<file path="config.mk">
export PLATFORM = sky130hd
export DESIGN_NAME = rv_exec_top
export DESIGN_NICKNAME = d
export VERILOG_FILES = /design/src/logic/rv_isa_pkg.sv /design/src/logic/exec_cfg_pkg.sv /design/src/logic/decode_if.sv /design/src/logic/credit_fifo.sv /design/src/logic/alu.sv /design/src/logic/instr_decoder.sv /design/src/logic/reg_file.sv /design/src/logic/exec_stage.sv /design/src/logic/rv_exec_top.sv
export SDC_FILE = /design/constraint.sdc
export NUM_CORES = 2
export LEC_CHECK = 0
export BUFFER_PORTS_ARGS = -buffer_cell sky130_fd_sc_hd__buf_4
export CORE_ASPECT_RATIO = 1.5
export CORE_MARGIN = 4
export CORE_UTILIZATION = 45
export DETAILED_ROUTE_END_ITERATION = 8
export GPL_ROUTABILITY_DRIVEN = 0
export PLACE_DENSITY = 0.57
export SYNTH_ARGS = -nofsm -noshare
export SYNTH_HDL_FRONTEND = slang
export SYNTH_HIERARCHICAL = 1
export SYNTH_SLANG_ARGS = --single-unit
</file>
<file path="constraint.sdc">
create_clock -name clk_i -period 14.6 [get_ports clk_i]
set_input_delay 1.46 -clock clk_i [delete_from_list [all_inputs] [get_ports clk_i]]
set_output_delay 1.46 -clock clk_i [all_outputs]
set_load 0.005 [all_outputs]
</file>
<file path="src/logic/rv_isa_pkg.sv">
`default_nettype none

package rv_isa_pkg;

    // ALU operation codes, SLA (4'b1010) is not selectable
    typedef enum logic [3:0] {
        ALU_ADD    = 4'b0000,
        ALU_SUB    = 4'b0001,
        ALU_AND    = 4'b0010,
        ALU_OR     = 4'b0011,
        ALU_SLL    = 4'b0100,
        ALU_SLT    = 4'b0101,
        ALU_SLTU   = 4'b0110,
        ALU_SRL    = 4'b0111,
        ALU_XOR    = 4'b1000,
        ALU_SRA    = 4'b1001,
        ALU_PASS_B = 4'b1111
    } alu_ctrl_e;

    typedef enum logic [2:0] {
        BR_EQ   = 3'b000,
        BR_NE   = 3'b001,
        BR_LT   = 3'b010,
        BR_GE   = 3'b011,
        BR_LTU  = 3'b100,
        BR_GEU  = 3'b101,
        BR_NONE = 3'b111
    } branch_ctrl_e;

    localparam logic [6:0] OPC_OP     = 7'b0110011;
    localparam logic [6:0] OPC_OP_IMM = 7'b0010011;
    localparam logic [6:0] OPC_LUI    = 7'b0110111;
    localparam logic [6:0] OPC_BRANCH = 7'b1100011;

    // OP / OP-IMM funct3
    localparam logic [2:0] F3_ADD_SUB = 3'b000;
    localparam logic [2:0] F3_SLL     = 3'b001;
    localparam logic [2:0] F3_SLT     = 3'b010;
    localparam logic [2:0] F3_SLTU    = 3'b011;
    localparam logic [2:0] F3_XOR     = 3'b100;
    localparam logic [2:0] F3_SRL_SRA = 3'b101;
    localparam logic [2:0] F3_OR      = 3'b110;
    localparam logic [2:0] F3_AND     = 3'b111;

    // branch funct3
    localparam logic [2:0] F3_BEQ  = 3'b000;
    localparam logic [2:0] F3_BNE  = 3'b001;
    localparam logic [2:0] F3_BLT  = 3'b100;
    localparam logic [2:0] F3_BGE  = 3'b101;
    localparam logic [2:0] F3_BLTU = 3'b110;
    localparam logic [2:0] F3_BGEU = 3'b111;

    localparam logic [6:0] F7_BASE = 7'b0000000;
    localparam logic [6:0] F7_ALT  = 7'b0100000;

endpackage

`default_nettype wire

</file>
<file path="src/logic/exec_cfg_pkg.sv">
`default_nettype none

package exec_cfg_pkg;

    localparam int XLEN        = 32;
    localparam int SHIFT_WIDTH = 5;

    // instruction queue depth, also the upstream credit count
    localparam int IN_DEPTH    = 4;
    localparam int OUT_CREDITS = 4;

    typedef struct packed {
        logic [4:0]      rd;
        logic [XLEN-1:0] value;
        logic            taken;
        logic            illegal;
    } exec_result_t;

endpackage

`default_nettype wire

</file>
<file path="src/logic/decode_if.sv">
`default_nettype none

interface decode_if;
    import rv_isa_pkg::*;
    import exec_cfg_pkg::*;

    alu_ctrl_e       alu_ctrl;
    branch_ctrl_e    branch_ctrl;
    logic [4:0]      rs1;
    logic [4:0]      rs2;
    logic [4:0]      rd;
    logic [XLEN-1:0] imm;
    logic            use_imm;
    logic            wr_en;
    logic            is_branch;
    logic            illegal;

    modport dec (
        output alu_ctrl, branch_ctrl, rs1, rs2, rd, imm,
        output use_imm, wr_en, is_branch, illegal
    );

    modport exe (
        input alu_ctrl, branch_ctrl, rs1, rs2, rd, imm,
        input use_imm, wr_en, is_branch, illegal
    );

endinterface

`default_nettype wire

</file>
<file path="src/logic/credit_fifo.sv">
`default_nettype none

module credit_fifo #(
    parameter type payload_t = logic [31:0],
    parameter int  DEPTH     = 4
) (
    input  wire logic clk_i,
    input  wire logic arst_n_i,
    input  wire logic push_i,
    input  payload_t  push_data_i,
    input  wire logic pop_i,
    output payload_t  head_o,
    output logic      not_empty_o,
    output logic      credit_o
);

    localparam int PTR_W = (DEPTH > 1) ? $clog2(DEPTH) : 1;
    localparam int CNT_W = $clog2(DEPTH + 1);

    payload_t         mem [DEPTH];
    logic [PTR_W-1:0] wr_ptr;
    logic [PTR_W-1:0] rd_ptr;
    logic [CNT_W-1:0] count;

    assign head_o      = mem[rd_ptr];
    assign not_empty_o = (count != '0);

    always_ff @(posedge clk_i) begin
        if (push_i) begin
            mem[wr_ptr] <= push_data_i;
        end
    end

    always_ff @(posedge clk_i or negedge arst_n_i) begin
        if (!arst_n_i) begin
            wr_ptr   <= '0;
            rd_ptr   <= '0;
            count    <= '0;
            credit_o <= 1'b0;
        end else begin
            if (push_i) begin
                wr_ptr <= (wr_ptr == PTR_W'(DEPTH - 1)) ? '0 : wr_ptr + 1'b1;
            end
            if (pop_i) begin
                rd_ptr <= (rd_ptr == PTR_W'(DEPTH - 1)) ? '0 : rd_ptr + 1'b1;
            end
            count    <= count + CNT_W'(push_i) - CNT_W'(pop_i);
            // one credit back per entry leaving
            credit_o <= pop_i;
        end
    end

endmodule

`default_nettype wire

</file>
<file path="src/logic/alu.sv">
`default_nettype none

module alu #(
    parameter int XLEN        = 32,
    parameter int SHIFT_WIDTH = 5
) (
    input  wire logic [XLEN-1:0]     src_a_i,
    input  wire logic [XLEN-1:0]     src_b_i,
    input  rv_isa_pkg::alu_ctrl_e    alu_ctrl_i,
    input  rv_isa_pkg::branch_ctrl_e branch_ctrl_i,
    output logic [XLEN-1:0]          result_o,
    output logic                     branch_o
);
    import rv_isa_pkg::*;

    logic signed [XLEN-1:0]  src_a_s;
    logic signed [XLEN-1:0]  src_b_s;
    logic [SHIFT_WIDTH-1:0]  shamt;
    logic                    lt_s;
    logic                    lt_u;

    assign src_a_s = src_a_i;
    assign src_b_s = src_b_i;
    assign shamt   = src_b_i[SHIFT_WIDTH-1:0];

    // shared by slt/sltu and the branch compares
    assign lt_s = (src_a_s < src_b_s);
    assign lt_u = (src_a_i < src_b_i);

    always_comb begin
        case (branch_ctrl_i)
            BR_EQ:   branch_o = (src_a_i == src_b_i);
            BR_NE:   branch_o = (src_a_i != src_b_i);
            BR_LT:   branch_o = lt_s;
            BR_GE:   branch_o = !lt_s;
            BR_LTU:  branch_o = lt_u;
            BR_GEU:  branch_o = !lt_u;
            default: branch_o = 1'b0;
        endcase
    end

    always_comb begin
        case (alu_ctrl_i)
            ALU_ADD:    result_o = src_a_i + src_b_i;
            ALU_SUB:    result_o = src_a_i - src_b_i;
            ALU_AND:    result_o = src_a_i & src_b_i;
            ALU_OR:     result_o = src_a_i | src_b_i;
            ALU_XOR:    result_o = src_a_i ^ src_b_i;
            ALU_SLT:    result_o = XLEN'(lt_s);
            ALU_SLTU:   result_o = XLEN'(lt_u);
            ALU_SLL:    result_o = src_a_i << shamt;
            ALU_SRL:    result_o = src_a_i >> shamt;
            // arithmetic shift keeps the sign
            ALU_SRA:    result_o = src_a_s >>> shamt;
            ALU_PASS_B: result_o = src_b_i;
            default:    result_o = '0;
        endcase
    end

endmodule

`default_nettype wire

</file>
<file path="src/logic/instr_decoder.sv">
`default_nettype none

module instr_decoder (
    input wire logic [31:0] instr_i,
    decode_if.dec           dec
);
    import rv_isa_pkg::*;
    import exec_cfg_pkg::*;

    logic [6:0]      opcode;
    logic [2:0]      funct3;
    logic [6:0]      funct7;
    logic            is_imm;
    logic            f7_ok;
    alu_ctrl_e       arith_op;
    logic [XLEN-1:0] imm_i;
    logic [XLEN-1:0] imm_u;
    logic [XLEN-1:0] imm_b;

    assign opcode = instr_i[6:0];
    assign funct3 = instr_i[14:12];
    assign funct7 = instr_i[31:25];
    assign is_imm = (opcode == OPC_OP_IMM);

    assign imm_i = XLEN'(signed'(instr_i[31:20]));
    assign imm_u = XLEN'(signed'({instr_i[31:12], 12'h000}));
    assign imm_b = XLEN'(signed'({instr_i[31], instr_i[7], instr_i[30:25],
                                  instr_i[11:8], 1'b0}));

    // funct3 plus funct7 to an ALU op, shared by OP and OP-IMM
    always_comb begin
        arith_op = ALU_ADD;
        f7_ok    = 1'b0;
        case (funct3)
            F3_ADD_SUB: begin
                arith_op = (!is_imm && funct7 == F7_ALT) ? ALU_SUB : ALU_ADD;
                f7_ok    = is_imm || funct7 == F7_BASE || funct7 == F7_ALT;
            end
            F3_SLL: begin
                arith_op = ALU_SLL;
                f7_ok    = (funct7 == F7_BASE);
            end
            F3_SLT: begin
                arith_op = ALU_SLT;
                f7_ok    = is_imm || funct7 == F7_BASE;
            end
            F3_SLTU: begin
                arith_op = ALU_SLTU;
                f7_ok    = is_imm || funct7 == F7_BASE;
            end
            F3_XOR: begin
                arith_op = ALU_XOR;
                f7_ok    = is_imm || funct7 == F7_BASE;
            end
            F3_SRL_SRA: begin
                // shift immediates keep funct7 in the upper imm bits
                arith_op = (funct7 == F7_ALT) ? ALU_SRA : ALU_SRL;
                f7_ok    = (funct7 == F7_BASE) || (funct7 == F7_ALT);
            end
            F3_OR: begin
                arith_op = ALU_OR;
                f7_ok    = is_imm || funct7 == F7_BASE;
            end
            default: begin
                arith_op = ALU_AND;
                f7_ok    = is_imm || funct7 == F7_BASE;
            end
        endcase
    end

    always_comb begin
        dec.alu_ctrl    = ALU_ADD;
        dec.branch_ctrl = BR_NONE;
        dec.rs1         = instr_i[19:15];
        dec.rs2         = instr_i[24:20];
        dec.rd          = 5'd0;
        dec.imm         = imm_i;
        dec.use_imm     = 1'b0;
        dec.wr_en       = 1'b0;
        dec.is_branch   = 1'b0;
        dec.illegal     = 1'b0;
        case (opcode)
            OPC_OP, OPC_OP_IMM: begin
                dec.alu_ctrl = arith_op;
                dec.use_imm  = is_imm;
                dec.rd       = instr_i[11:7];
                dec.wr_en    = f7_ok;
                dec.illegal  = !f7_ok;
            end
            OPC_LUI: begin
                dec.alu_ctrl = ALU_PASS_B;
                dec.imm      = imm_u;
                dec.use_imm  = 1'b1;
                dec.rd       = instr_i[11:7];
                dec.wr_en    = 1'b1;
            end
            OPC_BRANCH: begin
                dec.alu_ctrl  = ALU_SUB;
                dec.imm       = imm_b;
                dec.is_branch = 1'b1;
                case (funct3)
                    F3_BEQ:  dec.branch_ctrl = BR_EQ;
                    F3_BNE:  dec.branch_ctrl = BR_NE;
                    F3_BLT:  dec.branch_ctrl = BR_LT;
                    F3_BGE:  dec.branch_ctrl = BR_GE;
                    F3_BLTU: dec.branch_ctrl = BR_LTU;
                    F3_BGEU: dec.branch_ctrl = BR_GEU;
                    default: dec.illegal     = 1'b1;
                endcase
            end
            default: dec.illegal = 1'b1;
        endcase
    end

endmodule

`default_nettype wire

</file>
<file path="src/logic/reg_file.sv">
`default_nettype none

module reg_file #(
    parameter int XLEN = 32
) (
    input  wire logic            clk_i,
    input  wire logic            arst_n_i,
    input  wire logic [4:0]      rs1_i,
    input  wire logic [4:0]      rs2_i,
    output logic [XLEN-1:0]      rd1_o,
    output logic [XLEN-1:0]      rd2_o,
    input  wire logic            we_i,
    input  wire logic [4:0]      wa_i,
    input  wire logic [XLEN-1:0] wd_i
);

    logic [XLEN-1:0] regs [32];

    assign rd1_o = regs[rs1_i];
    assign rd2_o = regs[rs2_i];

    // x0 is never written, so it stays at its reset value
    always_ff @(posedge clk_i or negedge arst_n_i) begin
        if (!arst_n_i) begin
            regs <= '{default: '0};
        end else if (we_i && wa_i != 5'd0) begin
            regs[wa_i] <= wd_i;
        end
    end

endmodule

`default_nettype wire

</file>
<file path="src/logic/exec_stage.sv">
`default_nettype none

module exec_stage #(
    parameter int XLEN        = exec_cfg_pkg::XLEN,
    parameter int OUT_CREDITS = exec_cfg_pkg::OUT_CREDITS
) (
    input  wire logic                 clk_i,
    input  wire logic                 arst_n_i,
    decode_if.exe                     dec,
    input  wire logic                 head_valid_i,
    output logic                      pop_o,
    output logic [4:0]                rs1_o,
    output logic [4:0]                rs2_o,
    input  wire logic [XLEN-1:0]      rd1_i,
    input  wire logic [XLEN-1:0]      rd2_i,
    output logic                      we_o,
    output logic [4:0]                wa_o,
    output logic [XLEN-1:0]           wd_o,
    input  wire logic                 out_credit_i,
    output logic                      out_valid_o,
    output exec_cfg_pkg::exec_result_t out_result_o
);

    localparam int CNT_W = $clog2(OUT_CREDITS + 1);

    logic [CNT_W-1:0] credit_cnt;
    logic             issue;
    logic             writes;
    logic [XLEN-1:0]  src_b;
    logic [XLEN-1:0]  alu_result;
    logic             taken;

    assign issue  = head_valid_i && (credit_cnt != '0);
    assign writes = dec.wr_en && !dec.is_branch && !dec.illegal;
    assign pop_o  = issue;

    assign rs1_o = dec.rs1;
    assign rs2_o = dec.rs2;
    assign src_b = dec.use_imm ? dec.imm : rd2_i;

    alu #(
        .XLEN        (XLEN),
        .SHIFT_WIDTH ($clog2(XLEN))
    ) u_alu (
        .src_a_i       (rd1_i),
        .src_b_i       (src_b),
        .alu_ctrl_i    (dec.alu_ctrl),
        .branch_ctrl_i (dec.branch_ctrl),
        .result_o      (alu_result),
        .branch_o      (taken)
    );

    // write-back lands on the issue edge
    assign we_o = issue && writes;
    assign wa_o = dec.rd;
    assign wd_o = alu_result;

    always_ff @(posedge clk_i or negedge arst_n_i) begin
        if (!arst_n_i) begin
            credit_cnt  <= CNT_W'(OUT_CREDITS);
            out_valid_o <= 1'b0;
        end else begin
            credit_cnt  <= credit_cnt + CNT_W'(out_credit_i) - CNT_W'(issue);
            out_valid_o <= issue;
        end
    end

    always_ff @(posedge clk_i) begin
        if (issue) begin
            out_result_o.rd      <= writes ? dec.rd : 5'd0;
            out_result_o.value   <= dec.illegal ? '0 : alu_result;
            out_result_o.taken   <= dec.is_branch && taken;
            out_result_o.illegal <= dec.illegal;
        end
    end

endmodule

`default_nettype wire

</file>
<file path="src/logic/rv_exec_top.sv">
`default_nettype none

module rv_exec_top #(
    parameter int IN_DEPTH    = exec_cfg_pkg::IN_DEPTH,
    parameter int OUT_CREDITS = exec_cfg_pkg::OUT_CREDITS
) (
    input  wire logic                          clk_i,
    input  wire logic                          arst_n_i,
    input  wire logic                          in_valid_i,
    input  wire logic [31:0]                   in_instr_i,
    output logic                               in_credit_o,
    input  wire logic                          out_credit_i,
    output logic                               out_valid_o,
    output logic [4:0]                         out_rd_o,
    output logic [exec_cfg_pkg::XLEN-1:0]      out_value_o,
    output logic                               out_taken_o,
    output logic                               out_illegal_o
);
    import exec_cfg_pkg::*;

    logic [31:0]     head_instr;
    logic            head_valid;
    logic            pop;
    logic [4:0]      rs1;
    logic [4:0]      rs2;
    logic [XLEN-1:0] rd1;
    logic [XLEN-1:0] rd2;
    logic            we;
    logic [4:0]      wa;
    logic [XLEN-1:0] wd;
    exec_result_t    out_result;

    decode_if dec_bus ();

    credit_fifo #(
        .payload_t (logic [31:0]),
        .DEPTH     (IN_DEPTH)
    ) u_in_queue (
        .clk_i       (clk_i),
        .arst_n_i    (arst_n_i),
        .push_i      (in_valid_i),
        .push_data_i (in_instr_i),
        .pop_i       (pop),
        .head_o      (head_instr),
        .not_empty_o (head_valid),
        .credit_o    (in_credit_o)
    );

    instr_decoder u_decoder (
        .instr_i (head_instr),
        .dec     (dec_bus.dec)
    );

    reg_file #(
        .XLEN (XLEN)
    ) u_regs (
        .clk_i    (clk_i),
        .arst_n_i (arst_n_i),
        .rs1_i    (rs1),
        .rs2_i    (rs2),
        .rd1_o    (rd1),
        .rd2_o    (rd2),
        .we_i     (we),
        .wa_i     (wa),
        .wd_i     (wd)
    );

    exec_stage #(
        .XLEN        (XLEN),
        .OUT_CREDITS (OUT_CREDITS)
    ) u_exec (
        .clk_i        (clk_i),
        .arst_n_i     (arst_n_i),
        .dec          (dec_bus.exe),
        .head_valid_i (head_valid),
        .pop_o        (pop),
        .rs1_o        (rs1),
        .rs2_o        (rs2),
        .rd1_i        (rd1),
        .rd2_i        (rd2),
        .we_o         (we),
        .wa_o         (wa),
        .wd_o         (wd),
        .out_credit_i (out_credit_i),
        .out_valid_o  (out_valid_o),
        .out_result_o (out_result)
    );

    // record split onto the plain output ports
    assign out_rd_o      = out_result.rd;
    assign out_value_o   = out_result.value;
    assign out_taken_o   = out_result.taken;
    assign out_illegal_o = out_result.illegal;

endmodule

`default_nettype wire

</file>
==> run metrics <==
hpwl dp=160 mm; die width=336 microns; drt first pass iters=9; final hold viol count=0; CTS tree=built; Cell variety after synth=104; Slew headroom=-3.66%; Hold WC Path Type=register to register; I/O Buffers=76; outcome=finished with violations; final setup fails=0; Post-route DRC=6; crit path DAT=9.98 ns; RR Startpoint=u_in_queue/rd_ptr[0]$_DFFE_PN0P_; post-synthesis async set-or-reset flop share=86.1%; Setup Total Neg Slack=0 ns; mux share of post-synthesis cell area=33.1%; Post-DRT Antenna Nets=0; Crit Path Max Fanout=110; Die Ht=500 microns; WL met2=126 mm; vias in the first global route=55,000; Setup Buffers After CTS=0; post-route cell area=0.0787 sq mm; crit path time final=9.32 ns; Setup crit start kind=register; final slew viol count=5; Critical Path Stages=22; CP max stage delay=0.98 ns; Synth Area in XOR/XNOR=0.187%; Setup crit end kind=register; CP most frequent cell=buf_4; Initial Util=45.3%; clock sinks=1,203; core area=0.161 sq mm; fmax=107 MHz; complex-gate fraction of the synthesized area=10.7%; hold_buf cts=0; routed length per instance=32.6 microns; initial drt markers=5,641; placed instance area=0.0745 sq mm; Ys Warns=6; Congestion Overflow GR=0; via count=55,100; largest net degree at the start of global routing=155; final net count=6,285; CP delay by family, top=compound AO/OA/AOI/OAI gates; H-tree levels=3; crit path from=u_in_queue/rd_ptr[0]$_DFFE_PN0P_; failing checks=design-rule violations, max-capacitance violations, max-slew violations; Max Root-Sink Buffers=3; metal3 WL=21.1 mm; Synth Net Count=6,565; met1 WL=107 mm; Overall Global Routing Usage=31.5%; largest family of logic cells by synthesized area=multiplexers; unrepaired setup endpoints after global routing=no; first-pass GRT wire length=389 mm; CP max-delay cell=mux4_4; CP Cell Sequence=buf_4, mux4_4, buf_12, buf_4, mux2i_1, a22o_1, nor3_1, a31oi_1, nand3_1, inv_1, ha_1, and4_1, a221oi_1, o21ai_0, o21ai_1, nand2b_1, a21oi_1, o21ai_0, a221o_1, a221o_1, buf_4, mux2_1; r2r setup slk=5.28 ns; slew of the pin with the lowest slew margin=1.54 ns; initial antenna violation count=14; Clock Skews=0.0317 ns; Num CTS Buffers=120; Reg2Reg Depth=22; fraction of layout cells with a size suffix above 1=26.0%; Mapped Area=0.0727 sq mm; WP buf/inv=5; die footprint=0.168 sq mm; WHS Path Cells=0; Syn-to-layout area delta=8.17%; Worst Setup Path Type=register to register; synthesized area per cell=11.3 sq um; Routed WL=272 mm; post-CTS sizing=0; Req. time, crit path=15.27 ns; vias per std cell=6.60; max layer used=met5; Synth Area in Adders=1.97%; gate count of the mapped netlist=6,417; Post-Synth Simple-Gate Area=6.67%; hold_ws=0.402 ns; CTS root buffer=clkbuf_16; Placement Rows=180; period utilization=63.8%; Worst-path clk slew=0.07 ns; max-cap check violation count=1; Clock Latency Late Sink=0.80 ns; predominant post-synthesis flop cell=dfrtp_1; Worst Min Path Start=u_regs/regs[1015]$_DFFE_PN0P_; sequential cell area fraction in the yosys report=42.5%; post-synthesis sequential element count=1,203; Ports=77; EDFF count, synth=167
## cell type report
class	count	area [sq um]
antenna	10	25.0
clock buffer	175	3560
clock inverter	49	624
fill	14500	81900
inverter	107	402
multi-input combinational	4474	38600
sequential	1203	30900
tap	2093	2620
timing repair buffer	231	1900
## metrics by stage
stage	utilization (%)	instances	setup WS [ns]
2_1_floorplan	-	6417	8.05
3_3_place_gp	46.4	8108	5.68
3_5_place_dp	46.4	8108	5.83
4_1_cts	49.0	8332	5.78
5_1_grt	49.0	8337	5.08
6_report	49.0	8342	5.28
## worst paths after layout
| kind | end |
|---|---|
| setup / recovery | u_regs/regs[596]$_DFFE_PN0P_ |
| hold / removal | u_regs/regs[1015]$_DFFE_PN0P_ |
| setup reg to reg | u_regs/regs[596]$_DFFE_PN0P_ |
| hold reg to reg | u_regs/regs[1015]$_DFFE_PN0P_ |
| max in group asynchronous | u_regs/regs[785]$_DFFE_PN0P_ |
| min in group asynchronous | u_regs/regs[770]$_DFFE_PN0P_ |
## cells in the final DEF, fill, tap and decap left out, types with 19 or more instances in the layout
cell	netlist	routed
inv_1	104	103
mux4_2	60	58
clkinv_2	0	20
dfrtp_1	1035	1034
o21ai_0	113	108
edfxtp_1	167	167
buf_4	92	217
clkbuf_16	0	125
a31oi_1	83	83
and2_1	20	19
o211ai_1	21	21
ha_1	108	108
nor2_1	174	161
mux2_4	30	31
mux2_2	1005	1004
mux2i_1	1078	1078
a22o_1	137	137
nor2b_1	59	55
a22oi_1	204	204
a211oi_1	35	35
a221oi_1	20	20
nand2_1	338	321
a21oi_1	320	319
clkbuf_8	0	24
nor3_1	93	92
a21o_1	34	34
nand3_1	221	221
clkbuf_1	300	25
## worst reg2reg max path: cells and delay by family, from the launching register on
kind            cells  cell delay, ns
flops               1            0.37
simple gates        4            0.99
mux                 3            1.55
compound gates      9            3.48
fa+ha+maj           1            0.41
buf+inv             5            2.40
## flip-flops by register name, summed over array words and instances, names as in the netlist
| signal | flops |
|---|---|
| u_exec/credit_cnt | 3 |
| u_exec/out_result_o | 39 |
| u_in_queue/count | 3 |
| u_regs/regs | 1024 |
| u_in_queue/mem | 128 |
| u_in_queue/wr_ptr | 2 |
| u_exec/out_valid_o | 1 |
| u_in_queue/rd_ptr | 2 |
| u_in_queue/credit_o | 1 |
## synthesized netlist by cell type (7+ instances only)
library cell  instances  area (sq um)
mux2i_1            1078         10800
dfrtp_1            1035         25900
mux2_2             1005         11300
nand2_1             338          1270
a21oi_1             320          1600
clkbuf_1            300          1130
nand3_1             221          1110
a22oi_1             204          1530
buf_2               197           986
nor2_1              174           653
edfxtp_1            167          5010
a22o_1              137          1200
o21ai_0             113           566
ha_1                108          1350
inv_1               104           390
nor3_1               93           465
buf_4                92           691
a31oi_1              83           519
mux4_2               60          1350
nor2b_1              59           369
a211oi_1             35           263
a21o_1               34           255
buf_1                31           116
mux2_4               30           450
nand2b_1             23           144
o211ai_1             21           158
a221oi_1             20           175
and2_1               20           125
o2111ai_1            17           149
o22ai_1              17           106
a211o_1              13           114
o31ai_1              13          97.6
a221o_1              12           120
nand4_1              12          75.1
o21bai_1             11          82.6
or3_1                11          68.8
nand3b_1             10          75.1
o221ai_1             10          87.6
xnor2_1              10          87.6
nor4_1                9          56.3
o21a_1                9          67.6
or2_2                 9          56.3
mux2_1                8          90.1
and3_1                7          43.8
## layer usage
| layer | vias up | GRT usage [%] |
|---|---|---|
| li1 | 23200 | - |
| met1 | 28500 | 39.9 |
| met2 | 2483 | 50.4 |
| met3 | 825 | 6.05 |
| met4 | 2 | 18.2 |
| met5 | - | 0 |
## cell families (layout without fill, tap and decap cells)
group / Yosys count / after routing
other cells: 0 / 10
buf+inv: 740 / 562
simple gates: 1024 / 1024
fa+ha+maj: 112 / 112
compound gates: 1139 / 1139
flops: 1203 / 1203
xor+xnor: 14 / 14
mux: 2185 / 2185
Power is not shown: default switching activity piles up to over one toggle a cycle in this logic, so the estimate is an artifact.
